--- config.mk ---
export PLATFORM = sky130hd
export DESIGN_NAME = trap_ctrl_top
export DESIGN_NICKNAME = d
export VERILOG_FILES = /design/src/verilog/rv_csr_pkg.sv /design/src/verilog/rv_intr_pkg.sv /design/src/verilog/trap_if.sv /design/src/verilog/csr_alu.sv /design/src/verilog/csr_file.sv /design/src/verilog/clint_timer.sv /design/src/verilog/intr_arbiter.sv /design/src/verilog/trap_ctrl_top.sv
export VERILOG_INCLUDE_DIRS = /design/src /design/src/verilog
export SDC_FILE = /design/constraint.sdc
export NUM_CORES = 1
export LEC_CHECK = 0
export BUFFER_PORTS_ARGS = -buffer_cell sky130_fd_sc_hd__buf_4
export CAP_MARGIN = 20
export CORE_MARGIN = 1.5
export CORE_UTILIZATION = 40
export CTS_BUF_LIST = sky130_fd_sc_hd__clkbuf_4 sky130_fd_sc_hd__clkbuf_8
export DETAILED_ROUTE_END_ITERATION = 10
export PLACE_DENSITY = 0.59
export SYNTH_ARGS = -nofsm -noshare
export SYNTH_HDL_FRONTEND = slang
export SYNTH_SLANG_ARGS = --single-unit
--- constraint.sdc ---
create_clock -name clk -period 3.2 [get_ports clk]
set_input_delay 0.48 -clock clk [delete_from_list [all_inputs] [get_ports clk]]
set_output_delay 0.48 -clock clk [all_outputs]
set_load 0.02 [all_outputs]
--- src/verilog/rv_trap_defines.svh ---
`ifndef RV_TRAP_DEFINES_SVH
`define RV_TRAP_DEFINES_SVH

// Register and bus data width of the core
`define RV_XLEN 32

// Interrupt bit positions shared by mip and mie
`define RV_MSI_BIT 3
`define RV_MTI_BIT 7
`define RV_MEI_BIT 11

// Enable bits inside mstatus
`define RV_MSTATUS_MIE_BIT 3
`define RV_MSTATUS_MPIE_BIT 7

// Byte offsets of the timer block registers
`define CLINT_MSIP_OFS 8'h00
`define CLINT_MTIMECMP_LO_OFS 8'h08
`define CLINT_MTIMECMP_HI_OFS 8'h0C
`define CLINT_MTIME_LO_OFS 8'h10
`define CLINT_MTIME_HI_OFS 8'h14

// APB address width of the timer block
`define CLINT_ADDR_W 8

`endif

--- src/verilog/rv_csr_pkg.sv ---
package rv_csr_pkg;

  // Machine CSR numbers as they appear in the instruction immediate field
  typedef enum logic [11:0] {
    CSR_MSTATUS  = 12'h300,  // Global interrupt enable and its saved copy
    CSR_MIE      = 12'h304,  // Per source interrupt enables
    CSR_MTVEC    = 12'h305,  // Trap vector base with the mode in the low two bits
    CSR_MSCRATCH = 12'h340,  // Free scratch word for the handler
    CSR_MEPC     = 12'h341,  // Interrupted pc saved at trap entry
    CSR_MCAUSE   = 12'h342,  // Interrupt flag in bit 31 plus the cause code
    CSR_MIP      = 12'h344   // Pending bits sampled from the interrupt lines
  } csr_addr_e;

  // Low two bits of funct3 select the read-modify-write flavour
  typedef enum logic [1:0] {
    CSR_OP_WRITE = 2'b01,  // CSRRW and CSRRWI replace the value
    CSR_OP_SET   = 2'b10,  // CSRRS and CSRRSI OR the operand in
    CSR_OP_CLEAR = 2'b11   // CSRRC and CSRRCI clear the operand bits
  } csr_op_e;

  // Row number inside the CSR storage array
  typedef logic [2:0] csr_idx_t;

  localparam int unsigned CSR_COUNT = 7;  // Number of implemented machine CSRs

  // Storage rows of the CSR array
  localparam csr_idx_t IDX_MCAUSE   = 3'd0;
  localparam csr_idx_t IDX_MTVEC    = 3'd1;
  localparam csr_idx_t IDX_MSCRATCH = 3'd2;
  localparam csr_idx_t IDX_MSTATUS  = 3'd3;
  localparam csr_idx_t IDX_MEPC     = 3'd4;
  localparam csr_idx_t IDX_MIP      = 3'd5;
  localparam csr_idx_t IDX_MIE      = 3'd6;

endpackage

--- src/verilog/rv_intr_pkg.sv ---
package rv_intr_pkg;

  // Interrupt cause codes written into the low bits of mcause
  typedef enum logic [4:0] {
    INTR_MSI = 5'd3,   // Machine software interrupt from msip
    INTR_MTI = 5'd7,   // Machine timer interrupt from the mtime compare
    INTR_MEI = 5'd11   // Machine external interrupt from the ext_irq pin
  } intr_code_e;

  // Registers of the core-local timer block as seen on the APB port
  typedef enum logic [2:0] {
    CLINT_REG_NONE,         // Offset that maps to nothing and errors out
    CLINT_REG_MSIP,         // Software interrupt pending in bit 0
    CLINT_REG_MTIMECMP_LO,  // Compare value bits 31 to 0
    CLINT_REG_MTIMECMP_HI,  // Compare value bits 63 to 32
    CLINT_REG_MTIME_LO,     // Free running counter bits 31 to 0
    CLINT_REG_MTIME_HI      // Free running counter bits 63 to 32
  } clint_reg_e;

  localparam int unsigned CLINT_TIME_W = 64;  // Width of mtime and mtimecmp

endpackage

--- src/verilog/trap_if.sv ---
`timescale 1ns/1ps
`include "rv_trap_defines.svh"

interface trap_if;
  import rv_intr_pkg::*;

  logic                take;         // Trap entry on the coming edge
  logic                ret;          // mret restore on the coming edge
  intr_code_e          cause;        // Winning interrupt cause
  logic [`RV_XLEN-1:0] epc;          // Pc of the retiring instruction

  logic                mstatus_mie;  // Global machine interrupt enable
  logic [`RV_XLEN-1:0] mie;          // Per source enables
  logic [`RV_XLEN-1:0] mip;          // Sampled pending lines
  logic [`RV_XLEN-1:0] mtvec;        // Vector base and mode
  logic [`RV_XLEN-1:0] mepc;         // Saved return address

  // Arbiter side decides and the CSR side stores
  modport arb (output take, ret, cause, epc,
               input  mstatus_mie, mie, mip, mtvec, mepc);

  modport csr (input  take, ret, cause, epc,
               output mstatus_mie, mie, mip, mtvec, mepc);

endinterface

--- src/verilog/csr_alu.sv ---
`timescale 1ns/1ps
`include "rv_trap_defines.svh"

module csr_alu (
  input  rv_csr_pkg::csr_op_e  csr_op,        // Decoded CSR operation
  input  logic                 csr_imm_sel,   // Operand comes from the zimm field
  input  logic [`RV_XLEN-1:0]  csr_wdata,     // rs1 value or zero extended immediate
  input  logic                 csr_src_zero,  // rs1 index or immediate is zero
  input  logic [`RV_XLEN-1:0]  old_value,     // Current contents of the addressed CSR
  output logic [`RV_XLEN-1:0]  new_value,     // Value to store on the next edge
  output logic                 write_en       // The instruction really writes
);
  import rv_csr_pkg::*;

  logic [`RV_XLEN-1:0] operand;  // Source after immediate masking

  // The zimm field is only five bits wide so the upper bits are forced low
  assign operand = csr_imm_sel ? {{(`RV_XLEN-5){1'b0}}, csr_wdata[4:0]} : csr_wdata;

  always_comb begin
    new_value = old_value;  // Hold the value for unknown encodings
    write_en  = 1'b0;
    case (csr_op)
      CSR_OP_WRITE: begin
        new_value = operand;  // Plain replace always writes
        write_en  = 1'b1;
      end
      CSR_OP_SET: begin
        new_value = old_value | operand;  // Set the requested bits
        write_en  = !csr_src_zero;         // A zero source turns it into a pure read
      end
      CSR_OP_CLEAR: begin
        new_value = old_value & ~operand;  // Clear the requested bits
        write_en  = !csr_src_zero;          // Same read only rule as set
      end
      default: begin
        new_value = old_value;  // Reserved encoding behaves as a read
        write_en  = 1'b0;
      end
    endcase
  end

endmodule

--- src/verilog/csr_file.sv ---
`timescale 1ns/1ps
`include "rv_trap_defines.svh"

module csr_file (
  input  logic                   clk,
  input  logic                   reset_n,
  input  logic                   csr_valid,  // A decoded CSR instruction is present
  input  rv_csr_pkg::csr_addr_e  csr_addr,   // CSR number from the instruction
  input  logic                   write_en,   // The ALU wants to store new_value
  input  logic [`RV_XLEN-1:0]    new_value,  // Value computed by the ALU
  output logic [`RV_XLEN-1:0]    rdata,      // Old CSR value for the register file
  output logic                   illegal,    // Unknown CSR or write to mip
  input  logic                   msip_irq,   // Software interrupt line
  input  logic                   mtip_irq,   // Timer interrupt line
  input  logic                   ext_irq,    // External interrupt line
  trap_if.csr                    trap        // Trap events in and state out
);
  import rv_csr_pkg::*;

  logic [`RV_XLEN-1:0] csr_mem [CSR_COUNT];  // Storage rows indexed by csr_idx_t
  csr_idx_t            idx;                   // Decoded row for the current request
  logic                addr_ok;               // The CSR number is implemented
  logic                wr_fire;               // Legal instruction write this cycle
  logic [`RV_XLEN-1:0] mip_next;              // Interrupt lines placed at their bits

  // Translate the architectural CSR number into a storage row
  always_comb begin
    idx     = IDX_MCAUSE;
    addr_ok = 1'b1;
    case (csr_addr)
      CSR_MCAUSE:   idx = IDX_MCAUSE;
      CSR_MTVEC:    idx = IDX_MTVEC;
      CSR_MSCRATCH: idx = IDX_MSCRATCH;
      CSR_MSTATUS:  idx = IDX_MSTATUS;
      CSR_MEPC:     idx = IDX_MEPC;
      CSR_MIP:      idx = IDX_MIP;
      CSR_MIE:      idx = IDX_MIE;
      default:      addr_ok = 1'b0;  // Anything else is not implemented
    endcase
  end

  // mip is read only so a real write to it is rejected like a bad number
  assign illegal = csr_valid & (~addr_ok | ((csr_addr == CSR_MIP) & write_en));
  assign rdata   = (csr_valid & ~illegal) ? csr_mem[idx] : '0;  // Zero on reject
  assign wr_fire = csr_valid & write_en & ~illegal;

  always_comb begin
    mip_next              = '0;
    mip_next[`RV_MSI_BIT] = msip_irq;  // MSIP
    mip_next[`RV_MTI_BIT] = mtip_irq;  // MTIP
    mip_next[`RV_MEI_BIT] = ext_irq;   // MEIP
  end

  always_ff @(posedge clk or negedge reset_n) begin
    if (!reset_n) begin
      csr_mem <= '{default: '0};  // Every CSR starts at zero
    end else begin
      if (wr_fire) begin
        csr_mem[idx] <= new_value;  // Instruction write lands on this edge
      end
      // Trap entry and mret come later so their fields override a same cycle write
      if (trap.take) begin
        csr_mem[IDX_MEPC]   <= trap.epc;  // Resume point for mret
        csr_mem[IDX_MCAUSE] <= {1'b1, {(`RV_XLEN-6){1'b0}}, trap.cause};  // Interrupt flag set
        csr_mem[IDX_MSTATUS][`RV_MSTATUS_MPIE_BIT] <= csr_mem[IDX_MSTATUS][`RV_MSTATUS_MIE_BIT];
        csr_mem[IDX_MSTATUS][`RV_MSTATUS_MIE_BIT]  <= 1'b0;  // Handler runs with interrupts off
      end else if (trap.ret) begin
        csr_mem[IDX_MSTATUS][`RV_MSTATUS_MIE_BIT]  <= csr_mem[IDX_MSTATUS][`RV_MSTATUS_MPIE_BIT];
        csr_mem[IDX_MSTATUS][`RV_MSTATUS_MPIE_BIT] <= 1'b0;  // Saved copy is consumed
      end
      csr_mem[IDX_MIP] <= mip_next;  // Lines show up in mip one cycle late
    end
  end

  // State the arbiter needs every cycle
  assign trap.mstatus_mie = csr_mem[IDX_MSTATUS][`RV_MSTATUS_MIE_BIT];
  assign trap.mie         = csr_mem[IDX_MIE];
  assign trap.mip         = csr_mem[IDX_MIP];
  assign trap.mtvec       = csr_mem[IDX_MTVEC];
  assign trap.mepc        = csr_mem[IDX_MEPC];

endmodule

--- src/verilog/clint_timer.sv ---
`timescale 1ns/1ps
`include "rv_trap_defines.svh"

module clint_timer (
  input  logic                     clk,
  input  logic                     reset_n,
  input  logic                     psel,      // APB select
  input  logic                     penable,   // APB access phase
  input  logic                     pwrite,    // APB write strobe
  input  logic [`CLINT_ADDR_W-1:0] paddr,     // Byte offset inside the block
  input  logic [`RV_XLEN-1:0]      pwdata,    // Write data
  output logic [`RV_XLEN-1:0]      prdata,    // Read data
  output logic                     pready,    // Always ready
  output logic                     pslverr,   // Unmapped offset
  output logic                     msip_irq,  // Software interrupt line
  output logic                     mtip_irq   // Timer interrupt line
);
  import rv_intr_pkg::*;

  logic [CLINT_TIME_W-1:0] mtime;      // Free running counter
  logic [CLINT_TIME_W-1:0] mtime_inc;  // Counter plus one
  logic [CLINT_TIME_W-1:0] mtimecmp;   // Compare value
  logic                    msip;       // Software interrupt pending
  clint_reg_e              reg_sel;    // Decoded register for paddr
  logic                    access;     // APB access phase
  logic                    wr_fire;    // Write to a mapped register

  always_comb begin
    case (paddr)
      `CLINT_MSIP_OFS:        reg_sel = CLINT_REG_MSIP;
      `CLINT_MTIMECMP_LO_OFS: reg_sel = CLINT_REG_MTIMECMP_LO;
      `CLINT_MTIMECMP_HI_OFS: reg_sel = CLINT_REG_MTIMECMP_HI;
      `CLINT_MTIME_LO_OFS:    reg_sel = CLINT_REG_MTIME_LO;
      `CLINT_MTIME_HI_OFS:    reg_sel = CLINT_REG_MTIME_HI;
      default:                reg_sel = CLINT_REG_NONE;  // Holes in the map
    endcase
  end

  assign access    = psel & penable;
  assign wr_fire   = access & pwrite & (reg_sel != CLINT_REG_NONE);
  assign pready    = 1'b1;                                // No wait states
  assign pslverr   = access & (reg_sel == CLINT_REG_NONE);
  assign mtime_inc = mtime + 1'b1;

  always_comb begin
    case (reg_sel)
      CLINT_REG_MSIP:        prdata = {{(`RV_XLEN-1){1'b0}}, msip};
      CLINT_REG_MTIMECMP_LO: prdata = mtimecmp[31:0];
      CLINT_REG_MTIMECMP_HI: prdata = mtimecmp[63:32];
      CLINT_REG_MTIME_LO:    prdata = mtime[31:0];
      CLINT_REG_MTIME_HI:    prdata = mtime[63:32];
      default:               prdata = '0;  // Error reads return zero
    endcase
  end

  // A half written by software replaces the count while the other half keeps running
  always_ff @(posedge clk or negedge reset_n) begin
    if (!reset_n) begin
      mtime <= '0;
    end else if (wr_fire && reg_sel == CLINT_REG_MTIME_LO) begin
      mtime <= {mtime_inc[63:32], pwdata};
    end else if (wr_fire && reg_sel == CLINT_REG_MTIME_HI) begin
      mtime <= {pwdata, mtime_inc[31:0]};
    end else begin
      mtime <= mtime_inc;  // One tick per clock
    end
  end

  always_ff @(posedge clk or negedge reset_n) begin
    if (!reset_n) begin
      mtimecmp <= '1;    // Far future so no timer interrupt after reset
      msip     <= 1'b0;
    end else if (wr_fire) begin
      case (reg_sel)
        CLINT_REG_MSIP:        msip            <= pwdata[0];
        CLINT_REG_MTIMECMP_LO: mtimecmp[31:0]  <= pwdata;
        CLINT_REG_MTIMECMP_HI: mtimecmp[63:32] <= pwdata;
        default:               msip            <= msip;  // mtime handled above
      endcase
    end
  end

  assign mtip_irq = (mtime >= mtimecmp);  // Level stays high until mtimecmp moves up
  assign msip_irq = msip;

endmodule

--- src/verilog/intr_arbiter.sv ---
`timescale 1ns/1ps
`include "rv_trap_defines.svh"

module intr_arbiter (
  input  logic                retire_valid,  // An instruction retires this cycle
  input  logic [`RV_XLEN-1:0] retire_pc,     // Pc of that instruction
  input  logic                mret_valid,    // The retiring instruction is mret
  output logic                trap_taken,    // Redirect fetch to trap_pc
  output logic [`RV_XLEN-1:0] trap_pc,       // Handler entry address
  output logic [`RV_XLEN-1:0] ret_pc,        // Return address for mret
  trap_if.arb                 trap           // CSR state in and trap events out
);
  import rv_intr_pkg::*;

  logic [`RV_XLEN-1:0] active;    // Pending and individually enabled
  logic                any_irq;   // Something could be taken
  logic [`RV_XLEN-1:0] base;      // mtvec with the mode bits cleared
  logic [`RV_XLEN-1:0] vec_ofs;   // Four times the cause
  logic [1:0]          mode;      // mtvec mode field

  assign active  = trap.mie & trap.mip;
  assign any_irq = trap.mstatus_mie &
                   (active[`RV_MEI_BIT] | active[`RV_MSI_BIT] | active[`RV_MTI_BIT]);

  // Fixed priority with external first then software then timer
  always_comb begin
    if (active[`RV_MEI_BIT]) begin
      trap.cause = INTR_MEI;
    end else if (active[`RV_MSI_BIT]) begin
      trap.cause = INTR_MSI;
    end else begin
      trap.cause = INTR_MTI;  // Also the idle value when take is low
    end
  end

  // Interrupts are only taken between instructions
  assign trap.take  = retire_valid & any_irq;
  assign trap.epc   = retire_pc;
  assign trap_taken = trap.take;

  // A trap in the same cycle wins over mret
  assign trap.ret = mret_valid & ~trap.take;

  assign mode    = trap.mtvec[1:0];
  assign base    = {trap.mtvec[`RV_XLEN-1:2], 2'b00};
  assign vec_ofs = {{(`RV_XLEN-7){1'b0}}, trap.cause, 2'b00};

  always_comb begin
    if (mode == 2'b01) begin
      trap_pc = base + vec_ofs;  // Vectored mode jumps into the table
    end else begin
      trap_pc = base;            // Direct mode and reserved modes use the base
    end
  end

  assign ret_pc = trap.mepc;  // mret resumes at the saved pc

endmodule

--- src/verilog/trap_ctrl_top.sv ---
`timescale 1ns/1ps
`include "rv_trap_defines.svh"

module trap_ctrl_top (
  input  logic                     clk,
  input  logic                     reset_n,
  input  logic                     csr_valid,     // Decoded CSR instruction present
  input  rv_csr_pkg::csr_op_e      csr_op,        // Write, set or clear
  input  logic                     csr_imm_sel,   // Immediate form
  input  logic [11:0]              csr_addr,      // Raw CSR number
  input  logic [`RV_XLEN-1:0]      csr_wdata,     // rs1 value or zimm
  input  logic                     csr_src_zero,  // Source index is x0 or zimm is zero
  output logic [`RV_XLEN-1:0]      csr_rdata,     // Old value for rd
  output logic                     csr_illegal,   // Rejected access
  input  logic                     retire_valid,  // Instruction boundary
  input  logic [`RV_XLEN-1:0]      retire_pc,     // Pc of the retiring instruction
  input  logic                     mret_valid,    // Retiring instruction is mret
  output logic                     trap_taken,    // Interrupt taken at this boundary
  output logic [`RV_XLEN-1:0]      trap_pc,       // Handler address
  output logic [`RV_XLEN-1:0]      ret_pc,        // mret target
  input  logic                     ext_irq,       // External interrupt pin
  input  logic                     psel,
  input  logic                     penable,
  input  logic                     pwrite,
  input  logic [`CLINT_ADDR_W-1:0] paddr,
  input  logic [`RV_XLEN-1:0]      pwdata,
  output logic [`RV_XLEN-1:0]      prdata,
  output logic                     pready,
  output logic                     pslverr
);
  import rv_csr_pkg::*;

  logic                write_en;   // ALU write request
  logic [`RV_XLEN-1:0] new_value;  // ALU result
  logic                msip_irq;   // Timer block software line
  logic                mtip_irq;   // Timer block compare line

  trap_if u_trap_if ();

  csr_alu u_csr_alu (
    .csr_op(csr_op), .csr_imm_sel(csr_imm_sel), .csr_wdata(csr_wdata),
    .csr_src_zero(csr_src_zero), .old_value(csr_rdata),
    .new_value(new_value), .write_en(write_en)
  );

  csr_file u_csr_file (
    .clk(clk), .reset_n(reset_n), .csr_valid(csr_valid),
    .csr_addr(csr_addr_e'(csr_addr)), .write_en(write_en), .new_value(new_value),
    .rdata(csr_rdata), .illegal(csr_illegal), .msip_irq(msip_irq),
    .mtip_irq(mtip_irq), .ext_irq(ext_irq), .trap(u_trap_if.csr)
  );

  clint_timer u_clint_timer (
    .clk(clk), .reset_n(reset_n), .psel(psel), .penable(penable), .pwrite(pwrite),
    .paddr(paddr), .pwdata(pwdata), .prdata(prdata), .pready(pready),
    .pslverr(pslverr), .msip_irq(msip_irq), .mtip_irq(mtip_irq)
  );

  intr_arbiter u_intr_arbiter (
    .retire_valid(retire_valid), .retire_pc(retire_pc), .mret_valid(mret_valid),
    .trap_taken(trap_taken), .trap_pc(trap_pc), .ret_pc(ret_pc),
    .trap(u_trap_if.arb)
  );

endmodule

==> flow_metrics.env, run 1 <==
export IMPL_vias=16630
export IMPL_grt_max_degree=77
export IMPL_core_area_um2=47650
export IMPL_max_freq_mhz=301.0
export IMPL_hold_violations=0
export IMPL_pre_cts_slack_ns=0.06253
export IMPL_cpLargestDelayFamily="simple AND/OR/NAND/NOR gates"
export IMPL_dr_pass1_iters=7
export IMPL_maxCapViolCount=0
export IMPL_gp_congestion=0.8887
export IMPL_p_per_area_nw_per_um2=388.9
export IMPL_grt_pass1_vias=16950
export IMPL_final_area_um2=23790
export IMPL_rsz0062_at_grt="true"
export IMPL_yosys_area_top_type="dfrtp_1"
export IMPL_synth_top_cell_area_share=0.3382
export IMPL_hold_class="in2reg"
export IMPL_drtAntennaViolNets=0
export IMPL_syn_area_per_cell_um2=9.175
export IMPL_cts_sinks=324
export IMPL_initialDrtViolationCount=1141
export IMPL_yosys_top_cells_count="nand2_1, dfrtp_1, o21ai_0"
export IMPL_required_ns=2.72
export IMPL_cp_end_kind="output pin"
export IMPL_drv_slew=0
export IMPL_r2r_start="u_clint_timer.mtimecmp[3]"
export IMPL_antenna_found_initial=3
export IMPL_place_area_um2=22020
export IMPL_hpwlAfterDp_um=43860
export IMPL_tightest_slew_ns=0.6832
export IMPL_rr_worst_depth=8
export IMPL_ys_warn_count=0
export IMPL_detail_route_wl_per_cell_um=20.80
export IMPL_numCtsBuffers=58
export IMPL_final_core_util=0.4993
export IMPL_cp_max_fo=5
export IMPL_synthTopCellsByArea="dfrtp_1, dfstp_2, nand2_1"
export IMPL_ys_seq_area_frac=0.4256
export IMPL_synth_edf_count=0
export IMPL_clockBufferDepth=3
export IMPL_initial_utilization=0.4038
export IMPL_final_nets=2572
export IMPL_root_buffer="clkbuf_8"
export IMPL_max_stage_delay_ns=0.43
export IMPL_cp_startpoint="u_csr_file.trap.mtvec[1]"
export IMPL_syn2layout_area_growth_pct=23.65
export IMPL_syn_area_um2=19240
export IMPL_crit_cells=8
export IMPL_setup_slack_ns=-0.1224
export IMPL_viasPerCell=5.476
export IMPL_worstPathBufferInverterCount=1
export IMPL_fin_crit_sh=1.038
export IMPL_final_layout_size_suffix_gt1_frac=0.2836
export IMPL_die_y_um=222.3
export IMPL_portBuffers=257
export IMPL_clkTransAtPathRegs_ns=0.06
export IMPL_fin_worst_skew_ns=0.04010
export IMPL_cts_tree="yes"
export IMPL_drc=0
export IMPL_r2r_end="u_csr_file.trap.mip[7]"
export IMPL_outcome="finished with violations"
export IMPL_grt_overflow=0
export IMPL_synth_ff_type="dfrtp_1"
export IMPL_period_minus_slack_ns=3.322
export IMPL_grt_util_all_layers=0.2552
export IMPL_slew_limit_headroom=0.5410
export IMPL_power_leakage_nw=10.55
export IMPL_cp_slowest_cell="dfrtp_1"
export IMPL_routed_wl_um=63150
export IMPL_htreeDepth=2
export IMPL_ys_ff_latch=324
export IMPL_rows=80
export IMPL_startpoint_type="flop"
export IMPL_cp_endpoint="trap_pc[27]"
export IMPL_dieArea_um2=49420
export IMPL_ys_types=71
export IMPL_synth_most_common_cell="nand2_1"
export IMPL_arrival_ns=2.84
export IMPL_cp_cell_sequence="and4b_1, and3_4, nand4_1, nand2b_4, or2_4, nor2_2, xor2_1, buf_4"
export IMPL_grt_pass1_wl_um=98210
export IMPL_clock_latency_ns=0.68
export IMPL_critPathKind="reg2out"
export IMPL_setup_viol=11
export IMPL_synth_async_reset_ratio=1.000
export IMPL_die_x_um=222.3
export IMPL_violations="negative setup slack"
export IMPL_irDropWorstVdd_mv=0.2506
export IMPL_io_pins=261
export IMPL_reg2reg_setup_slack_ns=0.51
export IMPL_netlist_instances=2097
how the worst min path moves through the flow:
stage	startpoint	slack [ns]	endpoint	cells after the start
after CTS	retire_pc[6]	0.0005	u_csr_file.trap.mepc[6]	3
after global routing	retire_pc[17]	0.03	u_csr_file.trap.mepc[17]	3
final	retire_pc[17]	0.05	u_csr_file.trap.mepc[17]	3
after global placement	u_csr_file.trap.mie[14]	0.45	u_csr_file.trap.mie[14]	2
after detailed placement	u_csr_file.trap.mie[22]	0.46	u_csr_file.trap.mie[22]	2
after floorplan	reset_n	0.18	u_clint_timer.msip_irq	0
routing by layer:
metal  track usage  vias to the layer above  wire length [um]  share of wire
met2        0.4365                      507             30840           0.49
met3       0.04655                      115              4010          0.064
met5             0                        -                12        0.00019
met4       0.08794                        2              1871          0.030
met1        0.3231                     8106             26410           0.42
li1              -                     7895                 -              -
logic make-up after synthesis:
family	after synthesis	share of synthesized area
mux	132	0.07303
simple gates	665	0.1719
other cells	2	0.0003903
fa+ha+maj	68	0.04422
buf+inv	248	0.05781
compound gates	535	0.1711
xor+xnor	123	0.05599
flops	324	0.4256
area by class of cell:
class,instances,area [um2]
Multi-Input combinational cell,1526,10140
Tap cell,615,769.5
Clock buffer,98,1199
Fill cell,4524,23860
Clock inverter,6,78.83
Sequential cell,324,8188
Antenna cell,2,5.005
Inverter,90,337.8
Timing Repair Buffer,375,3070
per-stage QoR:
| stage | TNS (ns) | std cells | hold WS [ns] | power [mW] |
|---|---|---|---|---|
| 2_1_floorplan | 0 | 2098 | 0.1844 | 4.610 |
| 3_3_place_gp | 0 | 2895 | 0.4537 | 5.029 |
| 3_5_place_dp | 0 | 2895 | 0.4624 | 5.039 |
| 4_1_cts | -1.149 | 3031 | 0.0005260 | 9.363 |
| 5_1_grt | -2.295 | 3035 | 0.03155 | 9.614 |
| 6_report | -0.7526 | 3036 | 0.04801 | 9.251 |
worst register-to-register path: stages, from the launching register on:
cell and delay (ns):
dfstp_2 0.54, inv_1 0.04, ha_1 0.18, or3_1 0.41, a211oi_1 0.30, o21ai_0 0.24
a221o_1 0.41, a21oi_1 0.20, o211ai_1 0.19
flip-flops by register name, summed over array words and instances, names as in the netlist:
name / flops
u_csr_file.trap.mip: 3
u_clint_timer.mtime: 64
u_csr_file.trap.mtvec: 32
u_csr_file.trap.mepc: 32
u_csr_file.trap.mie: 32
u_clint_timer.mtimecmp: 64
u_csr_file.csr_mem: 95
u_clint_timer.msip_irq: 1
u_csr_file.trap.mstatus_mie: 1
power by group:
| group | internal, mW | switching (mW) | leakage [nW] | total (mW) |
|---|---|---|---|---|
| clock network | 2.44 | 1.82 | 0.684 | 4.25 |
| logic | 0.345 | 0.462 | 5.60 | 0.808 |
| registers | 4.14 | 0.0520 | 4.26 | 4.19 |
| total | 6.92 | 2.33 | 10.5 | 9.25 |
layout by cell type (no fill, tap or decap), drive strengths merged, types with 65 or more instances in the layout:
cell	synthesis	layout
buf	61	347
clkbuf	97	98
dfrtp	260	260
ha	68	68
inv	90	93
mux2	67	67
mux2i	65	65
nand2	307	307
nor2	86	86
o21ai	289	289
o22ai	93	93
timing repair:
item | in CTS | in global routing
pin swaps | 3 | 7
gates cloned | 0 | 0
hold buffers | 28 | 0
buffers inserted | 4 | 3
gates resized for setup | 26 | 8
hold endpoints to repair | 98 | 0
setup endpoints to repair | 28 | 19
Note: power is estimated with default switching activity, not from simulation.
==> run 2, diff against run 1 <==
- PLACE_DENSITY: 0.59 -> 0.63
==> flow_metrics.env, run 2 (synthesis gave the netlist of run 1 again) <==
export IMPL_cpLargestDelayFamily="simple AND/OR/NAND/NOR gates"
export IMPL_power_leakage_nw=10.51
export IMPL_rsz0062_at_grt="true"
export IMPL_largestRegisters="u_csr_file.csr_mem x95, u_clint_timer.mtime x64, u_clint_timer.mtimecmp x64"
export IMPL_fin_crit_sh=1.014
export IMPL_instances_no_fill=3004
export IMPL_syn2layout_area_growth_pct=23.18
export IMPL_top_usage_layer="met2"
export IMPL_antenna_found_initial=2
export IMPL_multi_input_area_um2=10300
export IMPL_io_pins=261
export IMPL_cp_slowest_cell="or3_4"
export IMPL_crit_top_cell="a21oi_4"
export IMPL_gp_congestion=0.8645
export IMPL_tightest_slew_ns=0.7048
export IMPL_p_switching_mw=2.327
export IMPL_grt_pass1_wl_um=96170
export IMPL_arrival_ns=2.77
export IMPL_detail_route_wl_per_cell_um=20.61
export IMPL_clkPwrFrac=0.453
export IMPL_viasPerCell=5.556
export IMPL_violations="negative setup slack"
export IMPL_dieArea_um2=49420
export IMPL_max_freq_mhz=308.1
export IMPL_largest_register="u_csr_file.csr_mem"
export IMPL_initial_utilization=0.4038
export IMPL_grt_pass1_vias=16930
export IMPL_startpoint_type="flop"
export IMPL_final_core_util=0.4974
export IMPL_routed_wl_um=61910
export IMPL_fin_worst_skew_ns=0.03990
export IMPL_grt_max_degree=77
export IMPL_clkTransAtPathRegs_ns=0.06
export IMPL_drtAntennaViolNets=0
export IMPL_portBuffers=257
export IMPL_p_seq_frac=0.461
export IMPL_placed_cells=2880
export IMPL_vias=16690
export IMPL_p_total_mw=9.081
export IMPL_grt_use_met1=0.3105
export IMPL_hold_violations=0
export IMPL_setup_slack_ns=-0.04547
export IMPL_internal_power_mw=6.754
export IMPL_core_area_um2=47650
export IMPL_most_common_layout_cells="buf_4, nand2_1, dfrtp_1, o21ai_0, o22ai_1"
export IMPL_die_y_um=222.3
export IMPL_final_nets=2540
export IMPL_num_fill_cells=4454
export IMPL_final_common_cell="buf_4"
export IMPL_cp_max_fo=4
export IMPL_cts_tree="yes"
export IMPL_met3_usage=0.04906
export IMPL_combPwrFrac=0.086
export IMPL_outcome="finished with violations"
export IMPL_critPathKind="reg2out"
export IMPL_grt_util_all_layers=0.2485
export IMPL_switching_share=0.2563
export IMPL_max_stage_delay_ns=0.39
export IMPL_die_x_um=222.3
export IMPL_cp_cell_sequence="and2_4, a21oi_4, ha_4, a21o_1, a21oi_4, buf_6, or3_4, nor2_2, xor2_1, buf_4"
export IMPL_grt_overflow=0
export IMPL_initialDrtViolationCount=1259
export IMPL_cts_sinks=324
export IMPL_root_buffer="clkbuf_8"
export IMPL_drv_slew=0
export IMPL_period_minus_slack_ns=3.245
export IMPL_irDropWorstVdd_mv=0.3069
export IMPL_clock_latency_ns=0.68
export IMPL_drc=0
export IMPL_maxCapViolCount=0
export IMPL_hold_class="in2reg"
export IMPL_hpwlAfterDp_um=42230
export IMPL_p_per_area_nw_per_um2=383.2
export IMPL_use_met2=0.4171
export IMPL_cp_end_kind="output pin"
export IMPL_final_layout_size_suffix_gt1_frac=0.2915
export IMPL_largest_reg_flops=95
export IMPL_dr_pass1_iters=5
export IMPL_clockBufferDepth=3
export IMPL_worstPathBufferInverterCount=2
export IMPL_required_ns=2.72
export IMPL_slew_limit_headroom=0.5301
export IMPL_seq_area_um2=8190
export IMPL_rows=80
export IMPL_setup_viol=11
export IMPL_htreeDepth=2
export IMPL_numCtsBuffers=56
## run 2: cell types whose count changed in the layout (fill, tap and decap cells not counted), sizes merged
cell / before / now
dlygate4sd3: 28 / 7
buf: 347 / 338
clkinv: 2 / 11
clkbuf: 98 / 91
inv: 93 / 91
bufinv: 1 / 0
diode: 2 / 1
## run 2: timing repair
| action | CTS | global route |
|---|---|---|
| resized for setup | 40 | 32 |
| pin swaps | 12 | 10 |
| setup buffers | 12 | 1 |
| endpoints found under the hold margin | 49 | 0 |
| setup endpoints to repair | 27 | 24 |
| hold buffers | 7 | 0 |
## run 2: final timing paths
path,endpoint,slack (ns),start,depth (start not counted)
worst max-delay path,trap_pc[30],-0.05,u_csr_file.trap.mip[11],10
worst min-delay path,u_csr_file.trap.mepc[0],0.04,retire_pc[0],3
worst max register to register,u_csr_file.trap.mip[7],0.48,u_clint_timer.mtimecmp[3],8
worst min register to register,u_csr_file.trap.mie[2],0.47,u_csr_file.trap.mie[2],2
max in group asynchronous,u_clint_timer.mtimecmp[20],1.89,reset_n,3
min in group asynchronous,u_csr_file.trap.mepc[15],0.32,reset_n,2
## run 2: cell type report
cell class / instances / area share
inverter: 90 / 0.01425
timing repair buffer: 345 / 0.1207
tap: 615 / 0.03247
clock buffer: 91 / 0.04889
sequential: 324 / 0.3456
antenna: 1 / 0.0001056
clock inverter: 12 / 0.003273
multi-input combinational: 1526 / 0.4347
## run 2: power by group through the flow
stage          Clock (mW)  Combinational (mW)  Sequential (mW)
2_1_floorplan           0               0.368             4.24
3_3_place_gp            0               0.756             4.25
3_5_place_dp            0               0.769             4.26
4_1_cts              4.21               0.781             4.19
5_1_grt              4.38               0.855             4.19
6_report             4.12               0.778             4.19
## run 2: stage by stage
step | hold WS, ns | setup TNS, ns | instance area, um2 | setup WS [ns]
3_3_place_gp | 0.4479 | 0 | 21950 | 0.1709
2_1_floorplan | 0.1844 | 0 | 19240 | 0.4086
3_5_place_dp | 0.4533 | 0 | 21950 | 0.1214
5_1_grt | 0.02852 | -1.587 | 23700 | -0.1325
6_report | 0.04288 | -0.2667 | 23700 | -0.04547
4_1_cts | 0.002840 | -0.4866 | 23540 | -0.05635
## run 2: tightest hold or removal path, cell delays in order
cell,delay [ns]
buf_4,0.08
a22oi_1,0.06
o21ai_0,0.07
## run 2: per-layer routing
layer,vias to the layer above,share of wire
li1,7829,-
met1,8142,0.41
met2,562,0.48
met3,152,0.064
met4,4,0.039
met5,-,0.00039
